## src/rtl/coreplex_pkg.sv

```systemverilog
/*
 * Address map, bus widths and word types shared by the coreplex fabric
 */
`default_nettype none

package coreplex_pkg;

    // ----------------------------------------
    // Bus widths
    // ----------------------------------------

    // Byte lanes per bus word
    localparam int NB_COL    = 4;
    localparam int COL_WIDTH = 8;

    // Full bus word, also used for addresses
    typedef logic [NB_COL*COL_WIDTH-1:0] word_t;

    // One enable bit per byte lane
    typedef logic [NB_COL-1:0] be_t;

    // ----------------------------------------
    // TCM region
    // ----------------------------------------

    // Address bits decoded inside the TCM, 1 KiB
    localparam int TCM_AWIDTH = 10;

    // Word count behind the TCM index
    localparam int TCM_DEPTH = 2 ** (TCM_AWIDTH - 2);

    // Word index, taken from addr[TCM_AWIDTH-1:2]
    typedef logic [TCM_AWIDTH-3:0] tcm_idx_t;

    localparam word_t TCM_ADDR_BASE = 32'h8000_0000;

    // In-region bits of a TCM address
    localparam word_t TCM_ADDR_MASK = word_t'((64'd1 << TCM_AWIDTH) - 64'd1);

    // ----------------------------------------
    // Data peripheral region
    // ----------------------------------------

    localparam word_t PD_ADDR_BASE = 32'h1000_0000;
    localparam word_t PD_ADDR_MASK = 32'h0fff_ffff;

endpackage : coreplex_pkg

`default_nettype wire

```

## src/rtl/bus_decoder.sv

```systemverilog
/*
 * Address decode into TCM and peripheral selects,
 * CPU-side grant forming and data-port response merge
 */
`default_nettype none

module bus_decoder (
    // Instruction port request
    input  wire logic               instr_req_i,
    input  wire coreplex_pkg::word_t instr_addr_i,

    // Data port request
    input  wire logic               data_req_i,
    input  wire coreplex_pkg::word_t data_addr_i,

    // TCM responses
    input  wire logic               tcm_instr_rvalid_i,
    input  wire coreplex_pkg::word_t tcm_instr_rdata_i,
    input  wire logic               tcm_data_rvalid_i,
    input  wire coreplex_pkg::word_t tcm_data_rdata_i,

    // Peripheral bridge
    input  wire logic               pd_gnt_i,
    input  wire logic               pd_rvalid_i,
    input  wire coreplex_pkg::word_t pd_rdata_i,

    // Target selects
    output logic                    tcm_instr_sel_o,
    output logic                    tcm_data_sel_o,
    output logic                    pd_sel_o,

    // CPU-side responses
    output logic                    instr_gnt_o,
    output logic                    instr_rvalid_o,
    output coreplex_pkg::word_t     instr_rdata_o,
    output logic                    data_gnt_o,
    output logic                    data_rvalid_o,
    output coreplex_pkg::word_t     data_rdata_o
);

    import coreplex_pkg::*;

    // Compare only the bits outside the in-region mask
    function automatic logic in_region(word_t addr, word_t base, word_t mask);
        return (addr & ~mask) == (base & ~mask);
    endfunction

    // ----------------------------------------
    // Region decode
    // ----------------------------------------

    // Instruction side only reaches the TCM
    assign tcm_instr_sel_o = instr_req_i
                           & in_region(instr_addr_i, TCM_ADDR_BASE, TCM_ADDR_MASK);

    assign tcm_data_sel_o  = data_req_i
                           & in_region(data_addr_i, TCM_ADDR_BASE, TCM_ADDR_MASK);

    assign pd_sel_o        = data_req_i
                           & in_region(data_addr_i, PD_ADDR_BASE, PD_ADDR_MASK);

    // ----------------------------------------
    // Grants
    // ----------------------------------------

    // TCM always accepts in the request cycle
    assign instr_gnt_o = tcm_instr_sel_o;

    // Peripheral grant waits for the bus transfer
    // Unmapped address matches nothing and stalls
    assign data_gnt_o  = tcm_data_sel_o | pd_gnt_i;

    // ----------------------------------------
    // Response merge
    // ----------------------------------------

    assign instr_rvalid_o = tcm_instr_rvalid_i;
    assign instr_rdata_o  = tcm_instr_rdata_i & {$bits(word_t){tcm_instr_rvalid_i}};

    // At most one target answers per cycle
    assign data_rvalid_o  = tcm_data_rvalid_i | pd_rvalid_i;
    assign data_rdata_o   = (tcm_data_rdata_i & {$bits(word_t){tcm_data_rvalid_i}})
                          | (pd_rdata_i       & {$bits(word_t){pd_rvalid_i}});

endmodule : bus_decoder

`default_nettype wire

```

## config.mk

```make
export PLATFORM = sky130hd
export DESIGN_NAME = bus_decoder
export DESIGN_NICKNAME = d
export VERILOG_FILES = /design/src/rtl/coreplex_pkg.sv /design/src/rtl/bus_decoder.sv
export SDC_FILE = /design/constraint.sdc
export NUM_CORES = 1
export LEC_CHECK = 0
export BUFFER_PORTS_ARGS = -buffer_cell sky130_fd_sc_hd__buf_4
export CAP_MARGIN = 10
export CORE_AREA = 5 5 88 90
export DETAILED_ROUTE_END_ITERATION = 7
export DIE_AREA = 0 0 93 95
export GPL_TIMING_DRIVEN = 0
export SLEW_MARGIN = 30
export SYNTH_ARGS = -nofsm -noshare
export SYNTH_HDL_FRONTEND = slang
export SYNTH_SLANG_ARGS = --single-unit
export TNS_END_PERCENT = 100
```

## constraint.sdc

```tcl
create_clock -name vclk -period 1.1
set_input_delay 0.165 -clock vclk [all_inputs]
set_output_delay 0.165 -clock vclk [all_outputs]
set_load 0.01 [all_outputs]
```

* Yosys cells after proc, flatten, opt, wreduce, memory -nomap -nowiden
Cells that the tools add are included.
W data, S select, Z words.
** Operators by class
- Eq/ne operators :: 3
- Bitwise operators :: 9
** Operator list (number)
- $and A32 B32 Y32 :: 3
- $eq A22 B22 Y1 const B :: 2
- $or A32 B32 Y32 :: 1
- $eq A4 B1 Y1 const B :: 1
- $and A1 B1 Y1 :: 3
- $or A1 B1 Y1 :: 2
** Storage, ports and cells
- Bits of input ports :: 166
- Word-level logic and storage cells :: 12
- Register bits after elaboration :: 0
- Output and inout port bits :: 71

* Logic depth before layout (Yosys ltp)
- Depth in word-level cells :: 3
- Mapped depth :: 4
- Mapped depth without buffers :: 3

* Worst setup path before layout
No wires, ideal clock.
- Path type :: input to output
- Start :: in instr_addr_i[26]
- End :: out tcm_instr_sel_o
- Buffers on the path :: 1
- Arrival :: 937 ps
- Cell stages on the path :: 4
- Path slack :: -2 ps
- Data required time :: 935 ps
- Path through :: nor4b_1 -> nand4_1 -> nor2_1 -> buf_4
** On the way
- Word-level cells in the longest chain between the ends :: 2
** RTL lines
- from (decl) :: RTL line bus_decoder.sv:10 : input wire coreplex_pkg::word_t instr_addr_i,
- $eq A22 B22 Y1 :: RTL line bus_decoder.sv:45 : return (addr & ~mask) == (base & ~mask);
- $and A1 B1 Y1 :: RTL line bus_decoder.sv:54 : & in_region(instr_addr_i, TCM_ADDR_BASE, TCM_ADDR_MASK);
- to (decl) :: RTL line bus_decoder.sv:28 : output logic tcm_instr_sel_o,
No other way between the ends.

* Worst setup path in the final report
- Start :: in instr_addr_i[29]
- End :: out tcm_instr_sel_o
The elaborated chain is that of the path after synthesis.

==> impl_results.md <==
* WP buf/inv at 3
* CP cell instances: buf_6, nor4_4, nand4_1, nor2_2, buf_4, buf_6
* Num sequential at 0
* Nets at 481
* Die W at 93 um
* DRC violations left at 0
* Worst VDD drop at 220 uV
* Register Area at 0 sq um
* Final setup vio count at 3
* # rows at 31
* Leak at 1.38 nW
* Core area at 6980 sq um
* Number of hold buffers added after CTS at 0
* Area grow syn2layout at 269%
* DRT Pass-1 Iters at 2
* Worst path required time at 0.94 ns
* Hold WC Path Type: primary input to primary output
* Post-route minimum period at 1.18 ns
* Worst Setup Path Type: primary input to primary output
* Number of vias per cell at 4.10
* Clock buffer count at 0
* Vias in the first global route at 1838
* Tcrit/Tclk final at 107%
* Largest net degree at the start of global routing at 11
* Setup ws final at -0.0786 ns
* GP Congestion at 0.698
* Setup TNS at -0.107 ns
* # diodes at 0
* Post-synth cell types at 16
* Max-cap viol count at 0
* Area of the mapped netlist at 697 sq um
* Die Y at 95 um
* Slew at the pin closest to its max-slew limit at 0.284 ns
* Routed WL at 5890 um
* Antenna Nets Post-Route at 0
* Fraction of layout cells with a size suffix above 1 at 75.7%
* CP max FO at 2
* Global route total overflow at 0
* Crit path max-delay family: simple AND/OR/NAND/NOR gates
* CP max-delay cell: nor4_4
* CP most frequent cell: buf_6
* Critical path capture point type: primary output
* Initial Utilization at 9.98%
* Initial antenna violation count at 0
* Met2 routed WL at 2970 um
* Failing checks: negative setup slack
* Power Density at 391 nW/um^2
* RSZ-0062 raised after global routing: yes
* Ports at 237
* Die area at 8840 sq um
* Global Route Usage Sum at 10.9%
* Crit path DAT at 1.01 ns
* Final HPWL DP at 5200 um
* Routed len/inst at 14.9 um
* Vias post-DR at 1621
* Status: finished with violations
* Sequential fraction of the synthesis area at 0%
* Syn_area_per_cell at 7.11 sq um
* Startpoint types: primary input
* First-pass GRT wire length at 8160 um
* Total chip power at 1.01 mW
* Synth warn at 0
* Top layer in use: met3
* Slew headroom at 81.1%
* Cells after synthesis at 98
* Syn nets at 264
* I/O Buffers at 215
* Final core occ at 36.8%
* Max-slew violation count at 0
* Final hold violations at 0
* Synth top area cells: a22o_1 40%, and2_1 29%, buf_2 5.7%
* Wl on met1 at 1970 um
* DRT iter0 DRCs at 12
* Post-synth top area share at 40.2%
* Fmax at 0.848 GHz
* Met3 WL at 944 um
* Slowest stage delay, CP at 0.26 ns
* Synth area leader: a22o_1
## cell type report
type                       instances  area, sq um
fill                             712         4410
timing repair buffer             215         1660
multi-input combinational         85          747
tap                               82          103
buffer                            13         67.6
## Yosys cell counts
cell,instances
buf_4,2
nand4_1,2
buf_2,8
or2_1,1
nor2_1,2
nor4_1,5
o21bai_1,1
nor4_2,2
and2_1,32
a22o_1,32
nand2_1,2
nor3b_2,1
and3b_1,1
nor4b_1,3
clkbuf_1,3
nor3_1,1
## kinds of logic (layout without fill, tap and decap cells)
| logic type | Yosys count | in the layout | share of synthesized area, % |
|---|---|---|---|
| simple gates | 52 | 52 | 49.2 |
| compound gates | 33 | 33 | 41.3 |
| buf+inv | 13 | 228 | 9.51 |
## through the flow
step	hold slack [ns]	instance area, sq um	cells	setup slack [ns]
floorplan	0.422	699	98	0.0398
global placement	0.615	2420	395	-0.232
detailed placement	0.612	2420	395	-0.223
CTS	0.612	2500	395	-0.0642
global route	0.633	2570	395	-0.177
finish	0.608	2570	395	-0.0786
## cell usage in the layout (no fill, tap or decap)
master,count
a22o_1,32
or2_1,1
nor4b_4,3
nor4_4,5
nor2_1,1
o21bai_1,1
nor3_1,1
and2_1,32
buf_6,11
nand2_1,2
nor2_2,1
nand4_1,2
buf_2,8
nor4_2,1
and3b_1,1
clkbuf_2,1
nor4_1,1
buf_4,206
clkbuf_1,2
nor3b_2,1
## repair_timing
action / CTS / global route
cloned: 0 / 0
pin swaps: 9 / 5
endpoints found under the hold margin: 0 / 0
setup endpoints to repair: 4 / 5
setup buffers: 0 / 0
gates resized for setup: 16 / 12
## final timing paths
check / cells past startpoint / from / end / slack, ns
setup / recovery: 6 / instr_addr_i[29] / tcm_instr_sel_o / -0.08
hold / removal: 3 / pd_gnt_i / data_gnt_o / 0.61
## routing by layer
metal	up-vias	GRT usage [%]
li1	803	-
met1	688	11.5
met2	130	20.8
met3	0	5.26
met4	0	0.244
met5	-	0
## power breakdown
group | total (mW) | internal, mW | switching [mW]
Sequential | 0 | 0 | 0
Clock | 0 | 0 | 0
Combinational | 1.01 | 0.653 | 0.352
Power figures use the tool's default switching activity.
