===== src/rtl/coreplex_pkg.sv =====
/*
 * Address map, bus widths and word types shared by the coreplex fabric
 */
`default_nettype none

package coreplex_pkg;

    // ----------------------------------------
    // Bus widths
    // ----------------------------------------

    // Byte lanes per bus word
    localparam int NB_COL    = 4;
    localparam int COL_WIDTH = 8;

    // Full bus word, also used for addresses
    typedef logic [NB_COL*COL_WIDTH-1:0] word_t;

    // One enable bit per byte lane
    typedef logic [NB_COL-1:0] be_t;

    // ----------------------------------------
    // TCM region
    // ----------------------------------------

    // Address bits decoded inside the TCM, 1 KiB
    localparam int TCM_AWIDTH = 10;

    // Word count behind the TCM index
    localparam int TCM_DEPTH = 2 ** (TCM_AWIDTH - 2);

    // Word index, taken from addr[TCM_AWIDTH-1:2]
    typedef logic [TCM_AWIDTH-3:0] tcm_idx_t;

    localparam word_t TCM_ADDR_BASE = 32'h8000_0000;

    // In-region bits of a TCM address
    localparam word_t TCM_ADDR_MASK = word_t'((64'd1 << TCM_AWIDTH) - 64'd1);

    // ----------------------------------------
    // Data peripheral region
    // ----------------------------------------

    localparam word_t PD_ADDR_BASE = 32'h1000_0000;
    localparam word_t PD_ADDR_MASK = 32'h0fff_ffff;

endpackage : coreplex_pkg

`default_nettype wire


===== src/rtl/icb_bridge.sv =====
/*
 * Data port to peripheral command/response bus bridge
 */
`default_nettype none

module icb_bridge (
    input  wire logic                clk,
    input  wire logic                rst_n,

    // Data port side
    input  wire logic                sel_i,
    input  wire logic                we_i,
    input  wire coreplex_pkg::be_t   be_i,
    input  wire coreplex_pkg::word_t addr_i,
    input  wire coreplex_pkg::word_t wdata_i,
    output logic                     gnt_o,
    output logic                     rvalid_o,
    output coreplex_pkg::word_t      rdata_o,

    // Peripheral command channel
    output logic                     pd_cmd_valid_o,
    input  wire logic                pd_cmd_ready_i,
    output logic                     pd_cmd_read_o,
    output coreplex_pkg::word_t      pd_cmd_addr_o,
    output coreplex_pkg::word_t      pd_cmd_wdata_o,
    output coreplex_pkg::be_t        pd_cmd_wmask_o,

    // Peripheral response channel, always accepted
    input  wire logic                pd_rsp_valid_i,
    input  wire coreplex_pkg::word_t pd_rsp_rdata_i
);

    // ----------------------------------------
    // Command
    // ----------------------------------------

    // Command is offered as long as the request is held
    assign pd_cmd_valid_o = sel_i;
    assign pd_cmd_read_o  = ~we_i;
    assign pd_cmd_addr_o  = addr_i;
    assign pd_cmd_wdata_o = wdata_i;
    assign pd_cmd_wmask_o = be_i;

    // Grant on the transfer cycle only
    assign gnt_o = pd_cmd_valid_o & pd_cmd_ready_i;

    // ----------------------------------------
    // Response
    // ----------------------------------------

    always_ff @(posedge clk or negedge rst_n) begin
        if (!rst_n) begin
            rvalid_o <= 1'b0;
        end else begin
            rvalid_o <= pd_rsp_valid_i;
        end
    end

    // Payload captured with the response strobe
    always_ff @(posedge clk) begin
        if (pd_rsp_valid_i) begin
            rdata_o <= pd_rsp_rdata_i;
        end
    end

endmodule : icb_bridge

`default_nettype wire


===== config.mk =====
export PLATFORM = sky130hd
export DESIGN_NAME = icb_bridge
export DESIGN_NICKNAME = d
export VERILOG_FILES = /design/src/rtl/coreplex_pkg.sv /design/src/rtl/icb_bridge.sv
export SDC_FILE = /design/constraint.sdc
export NUM_CORES = 1
export LEC_CHECK = 0
export BUFFER_PORTS_ARGS = -buffer_cell sky130_fd_sc_hd__buf_2
export CORE_AREA = 10 10 85 87
export CTS_CLUSTER_DIAMETER = 200
export DETAILED_ROUTE_END_ITERATION = 12
export DIE_AREA = 0 0 95 97
export PLACE_DENSITY = 0.76
export SLEW_MARGIN = 20
export SYNTH_ARGS = -nofsm -noshare
export SYNTH_HDL_FRONTEND = slang
export SYNTH_SLANG_ARGS = --single-unit

===== constraint.sdc =====
create_clock -name clk -period 0.8 [get_ports clk]
set_input_delay 0.08 -clock clk [delete_from_list [all_inputs] [get_ports clk]]
set_output_delay 0.08 -clock clk [all_outputs]
set_load 0.01 [all_outputs]

# --- Word level (Yosys, flattened, before mapping) ---
# Index checks and enable logic that the tools add are counted.
word_totals:
  ff_bits: 33
  latch_bits: 0
  ram_bits: 0
  rom_bits: 0
  in_bits: 106
  output_inout_bits: 104
  wordCells: 4
  n_memories: 0
classes:
  addsub: 0
  mul: 0
  n_div: 0
  magnitude_cmp: 0
  n_eq_ne: 0
  shift: 0
  muxes: 0
  bitwise_logic: 2
  n_reduce_logical: 0
ops:
  columns: ["cell", "n"]
  rows:
  - ["$and A1 B1 Y1", 1]
  - ["$not A1 Y1", 1]

# --- Logic depth before layout (Yosys ltp) ---
logic_depth:
  ltp_word: 1
  ltp_mapped: 1
  mapped_depth_nobuf: 1

# --- Worst setup path before layout ---
# OpenSTA, ideal clock, no wires.
synth_path:
  path_kind: "register to output"
  startpoint: "register rdata_o[0]"
  endpoint: "output port rdata_o[0]"
  t_arrival_ns: 0.394
  setup_slack_ns: 0.326
  path_stages_with_launch: 1
  cell_sequence: "edfxtp_1"
synth_lines:
  columns: ["item", "line_no", "rtl"]
  rows:
  - ["start: declaration", "icb_bridge.sv:18", "output coreplex_pkg::word_t rdata_o,"]
  - ["start signal: assignment", "icb_bridge.sv:62", "rdata_o <= pd_rsp_rdata_i;"]
# No word-level cell between the ends.

# --- Final worst setup path ---
layout_path:
  startpoint: "register rdata_o[27]"
  endpoint: "output port rdata_o[27]"
# No word-level cell between the ends.

==> results.md <==
Cells and area:
- In the final layout, the share of cells above drive strength 1 is approximately 54%.
- After the last flow step, the layout net total stands at 255.
- Registers take 986 um2.
- The count of cells in the finished layout, fillers not included, comes to approximately 220.
- The most common cell after layout, fill and taps aside is buf_2.
- For this run, the share of the core covered by cells in the final layout is between 30 and 40%.
- The area growth from synthesis to layout is 24.9%.
- Summing all multi-input logic gate instances after layout gives approximately 6.3 um2.
- The number of antenna diodes in the final layout is 0.
- The number of fillers in the final layout is around 550.
- The top cell types in the final layout, fill and taps aside, are buf_2, dlygate4sd3_1, edfxtp_1.
- After routing the design area is approximately 1900 um2.

Route:
- The detail-routed via count per cell is 3.66.
- The first detailed-routing pass took 3 iterations.
- The detail-routed net length per standard cell is approximately 16 um.
- The post-route antenna net violation count is 0.
- The routed layout has between 800 and 900 vias.
- The total wire length after detailed routing is 3.66 mm.
- The number of remaining DRC errors is 0.
- After the first detailed-routing iteration, the DRC count stood at 32.

Timing:
- Final hold analysis gives a worst-case slack of 105 ps.
- Setup violations remaining at the end of the flow were counted as 33.
- The shortest clock period the worst path allows after layout is 889 ps.
- Setup repair after global routing could not meet its margin everywhere.
- Across all setup checks in the final design, the least slack found is -89.1 ps.
- The max-slew violation count was 0.
- The maximum clock frequency is between 1000 and 1500 MHz.
- The final number of hold-violating endpoints was 0.
- After layout, the worst path uses 111% of the clock period.
- The actual slew at the worst max-slew pin is around 170 ps.
- In the final timing run, aggregate negative setup slack is -1880 ps.
- Headroom to the max-slew limit came out at between 80% and 90%.

Floorplanning:
- The number of top-level pins is between 200 and 250.
- After floorplanning, the core was sized to cover between 5000 and 6000 um2.
- The effective utilization at floorplan is between 20% and 30%.
- The die area is about 9200 um2.
- In this run the vertical extent of the chip is 97 um.
- The die is 95 um wide.
- The number of core rows is 27.

Yosys:
- A synthesized cell averages 14.6 um2.
- After synthesis the netlist holds a flip-flop and latch count of 33.
- Sequential elements use 65.1% of the synthesized area.
- The count of mapped cells out of synthesis is between 100 and 150.
- The post-synthesis instance area is between 1500 and 2000 um2.
- The number of different library cells in the post-synthesis netlist is 5.
- The net count of the mapped netlist is 210.
- For this run, the number of Yosys warnings is 0.

Flow run:
- The tool flagged a number of max-cap violations equal to 0.

CTS:
- After clock tree synthesis, the clock-pin slew on the worst setup and hold paths is 70 ps.
- The tree built by TritonCTS fans out to 33 sinks.
- CTS placed an instance of clkbuf_8 at the clock tree root.
- The total number of H-tree levels is 2.
- TritonCTS created 5 clock buffers.
- The number of buffers on the longest clock path is 2.
- TritonCTS built the clock tree.

Setup path:
- The critical path goes through buf_2.
- The category of the critical setup timing path is reg -> out.
- For this run, the slowest stage of the critical path takes ~380 ps.
- The endpoint kind of the worst setup timing path is an output port.
- STA puts the critical path data arrival time at roughly 810 ps.
- At the worst endpoint, the required time is between 700 and 800 ps.
- On the critical path the largest part of the delay comes from flip-flops.
- Counting both buffers and inverters, the worst setup path holds a total of 1.
- The type of origin of the critical path is a register.
- The cell type of the slowest stage on the worst timing path is edfxtp_1.
- The largest fanout of any net on the critical path is 1.

Global route:
- The first global-routing pass estimated 5.41 mm of wire.
- The via count of the first global-routing pass came to ~950.
- Across every metal layer, demand over resource in global routing totals a little under 8%.
- The maximum number of pins on one net before global-route repair is 34.
- The leftover overflow at the end of global routing is 0.
- The number of antenna violations at the first check in global routing is 0.

Placement:
- The standard cell area after detailed placement is 1470 um2.
- Port buffering added between 70 and 80 buffers.
- Prior to clock tree synthesis, the placed netlist has a worst setup slack of around 96 ps.
- At the end of routability-driven placement, the weighted congestion stood at between 0.6 and 0.7.
- The cell total after placement is between 150 and 200.

Outcome:
- The run finished, with violations left.
- The checks that failed: setup timing.

Power and ir drop:
- The completed layout was analyzed and its total power is 3.70 mW.
- VDD sags by at most 617 uV.
- The leakage power is slightly above 0.8 nW.
- Dividing total power by cell area gives a power density of 1960 nW/um2.

Min path:
- The min-delay analysis places its worst path in the category in -> async.
final timing paths:
kind | from | to | slack [ps] | cells after the start
max in group asynchronous | rst_n | rvalid_o | 610 | 2
setup / recovery | rdata_o[27] | rdata_o[27] | -90 | 1
hold / removal | rst_n | rvalid_o | 100 | 2
min in group clk | pd_rsp_valid_i | rvalid_o | 160 | 2
synthesized netlist by cell type, drive strengths merged:
master / number / share of area (%)
edfxtp: 32 / 63
and2: 1 / 0.41
inv: 1 / 0.25
dfrtp: 1 / 1.7
buf: 69 / 34
layout make-up:
cell class | instances | share of cell area (%)
sequential | 33 | 52.2
tap | 72 | 4.77
clock inverter | 2 | 0.529
clock buffer | 6 | 3.84
inverter | 1 | 0.199
timing repair buffer | 107 | 38.2
multi-input combinational | 1 | 0.331
metal layers:
| layer | global-route usage, % | vias up | routed length [um] |
|---|---|---|---|
| li1 | - | 363 | - |
| met1 | 6.51 | 351 | 1080 |
| met2 | 12.9 | 72 | 1910 |
| met3 | 4.93 | 26 | 482 |
| met4 | 6.86 | 0 | 186 |
| met5 | 0 | - | 0 |
state kept, by name, summed over array words and instances, names as in the netlist:
signal	flops
rvalid_o	1
rdata_o	32
report_power, final:
group	internal (mW)	switching (mW)	total, mW
combinational	0.272	0.216	0.487
clock	0.601	0.541	1.14
sequential	2.05	0.0302	2.08
cell families (layout without fill, tap and decap cells):
family | count (synthesis) | after routing | synth area share [%]
buf+inv | 70 | 116 | 34.5
flops | 33 | 33 | 65.1
simple gates | 1 | 1 | 0.413
timing repair:
| action | CTS | global route |
|---|---|---|
| buffers inserted | 0 | 0 |
| endpoints found under the setup margin | 33 | 33 |
| hold buffers | 33 | 0 |
| gates resized for setup | 0 | 1 |
| hold endpoints to repair | 33 | 0 |
Power figures use the tool's default switching activity.
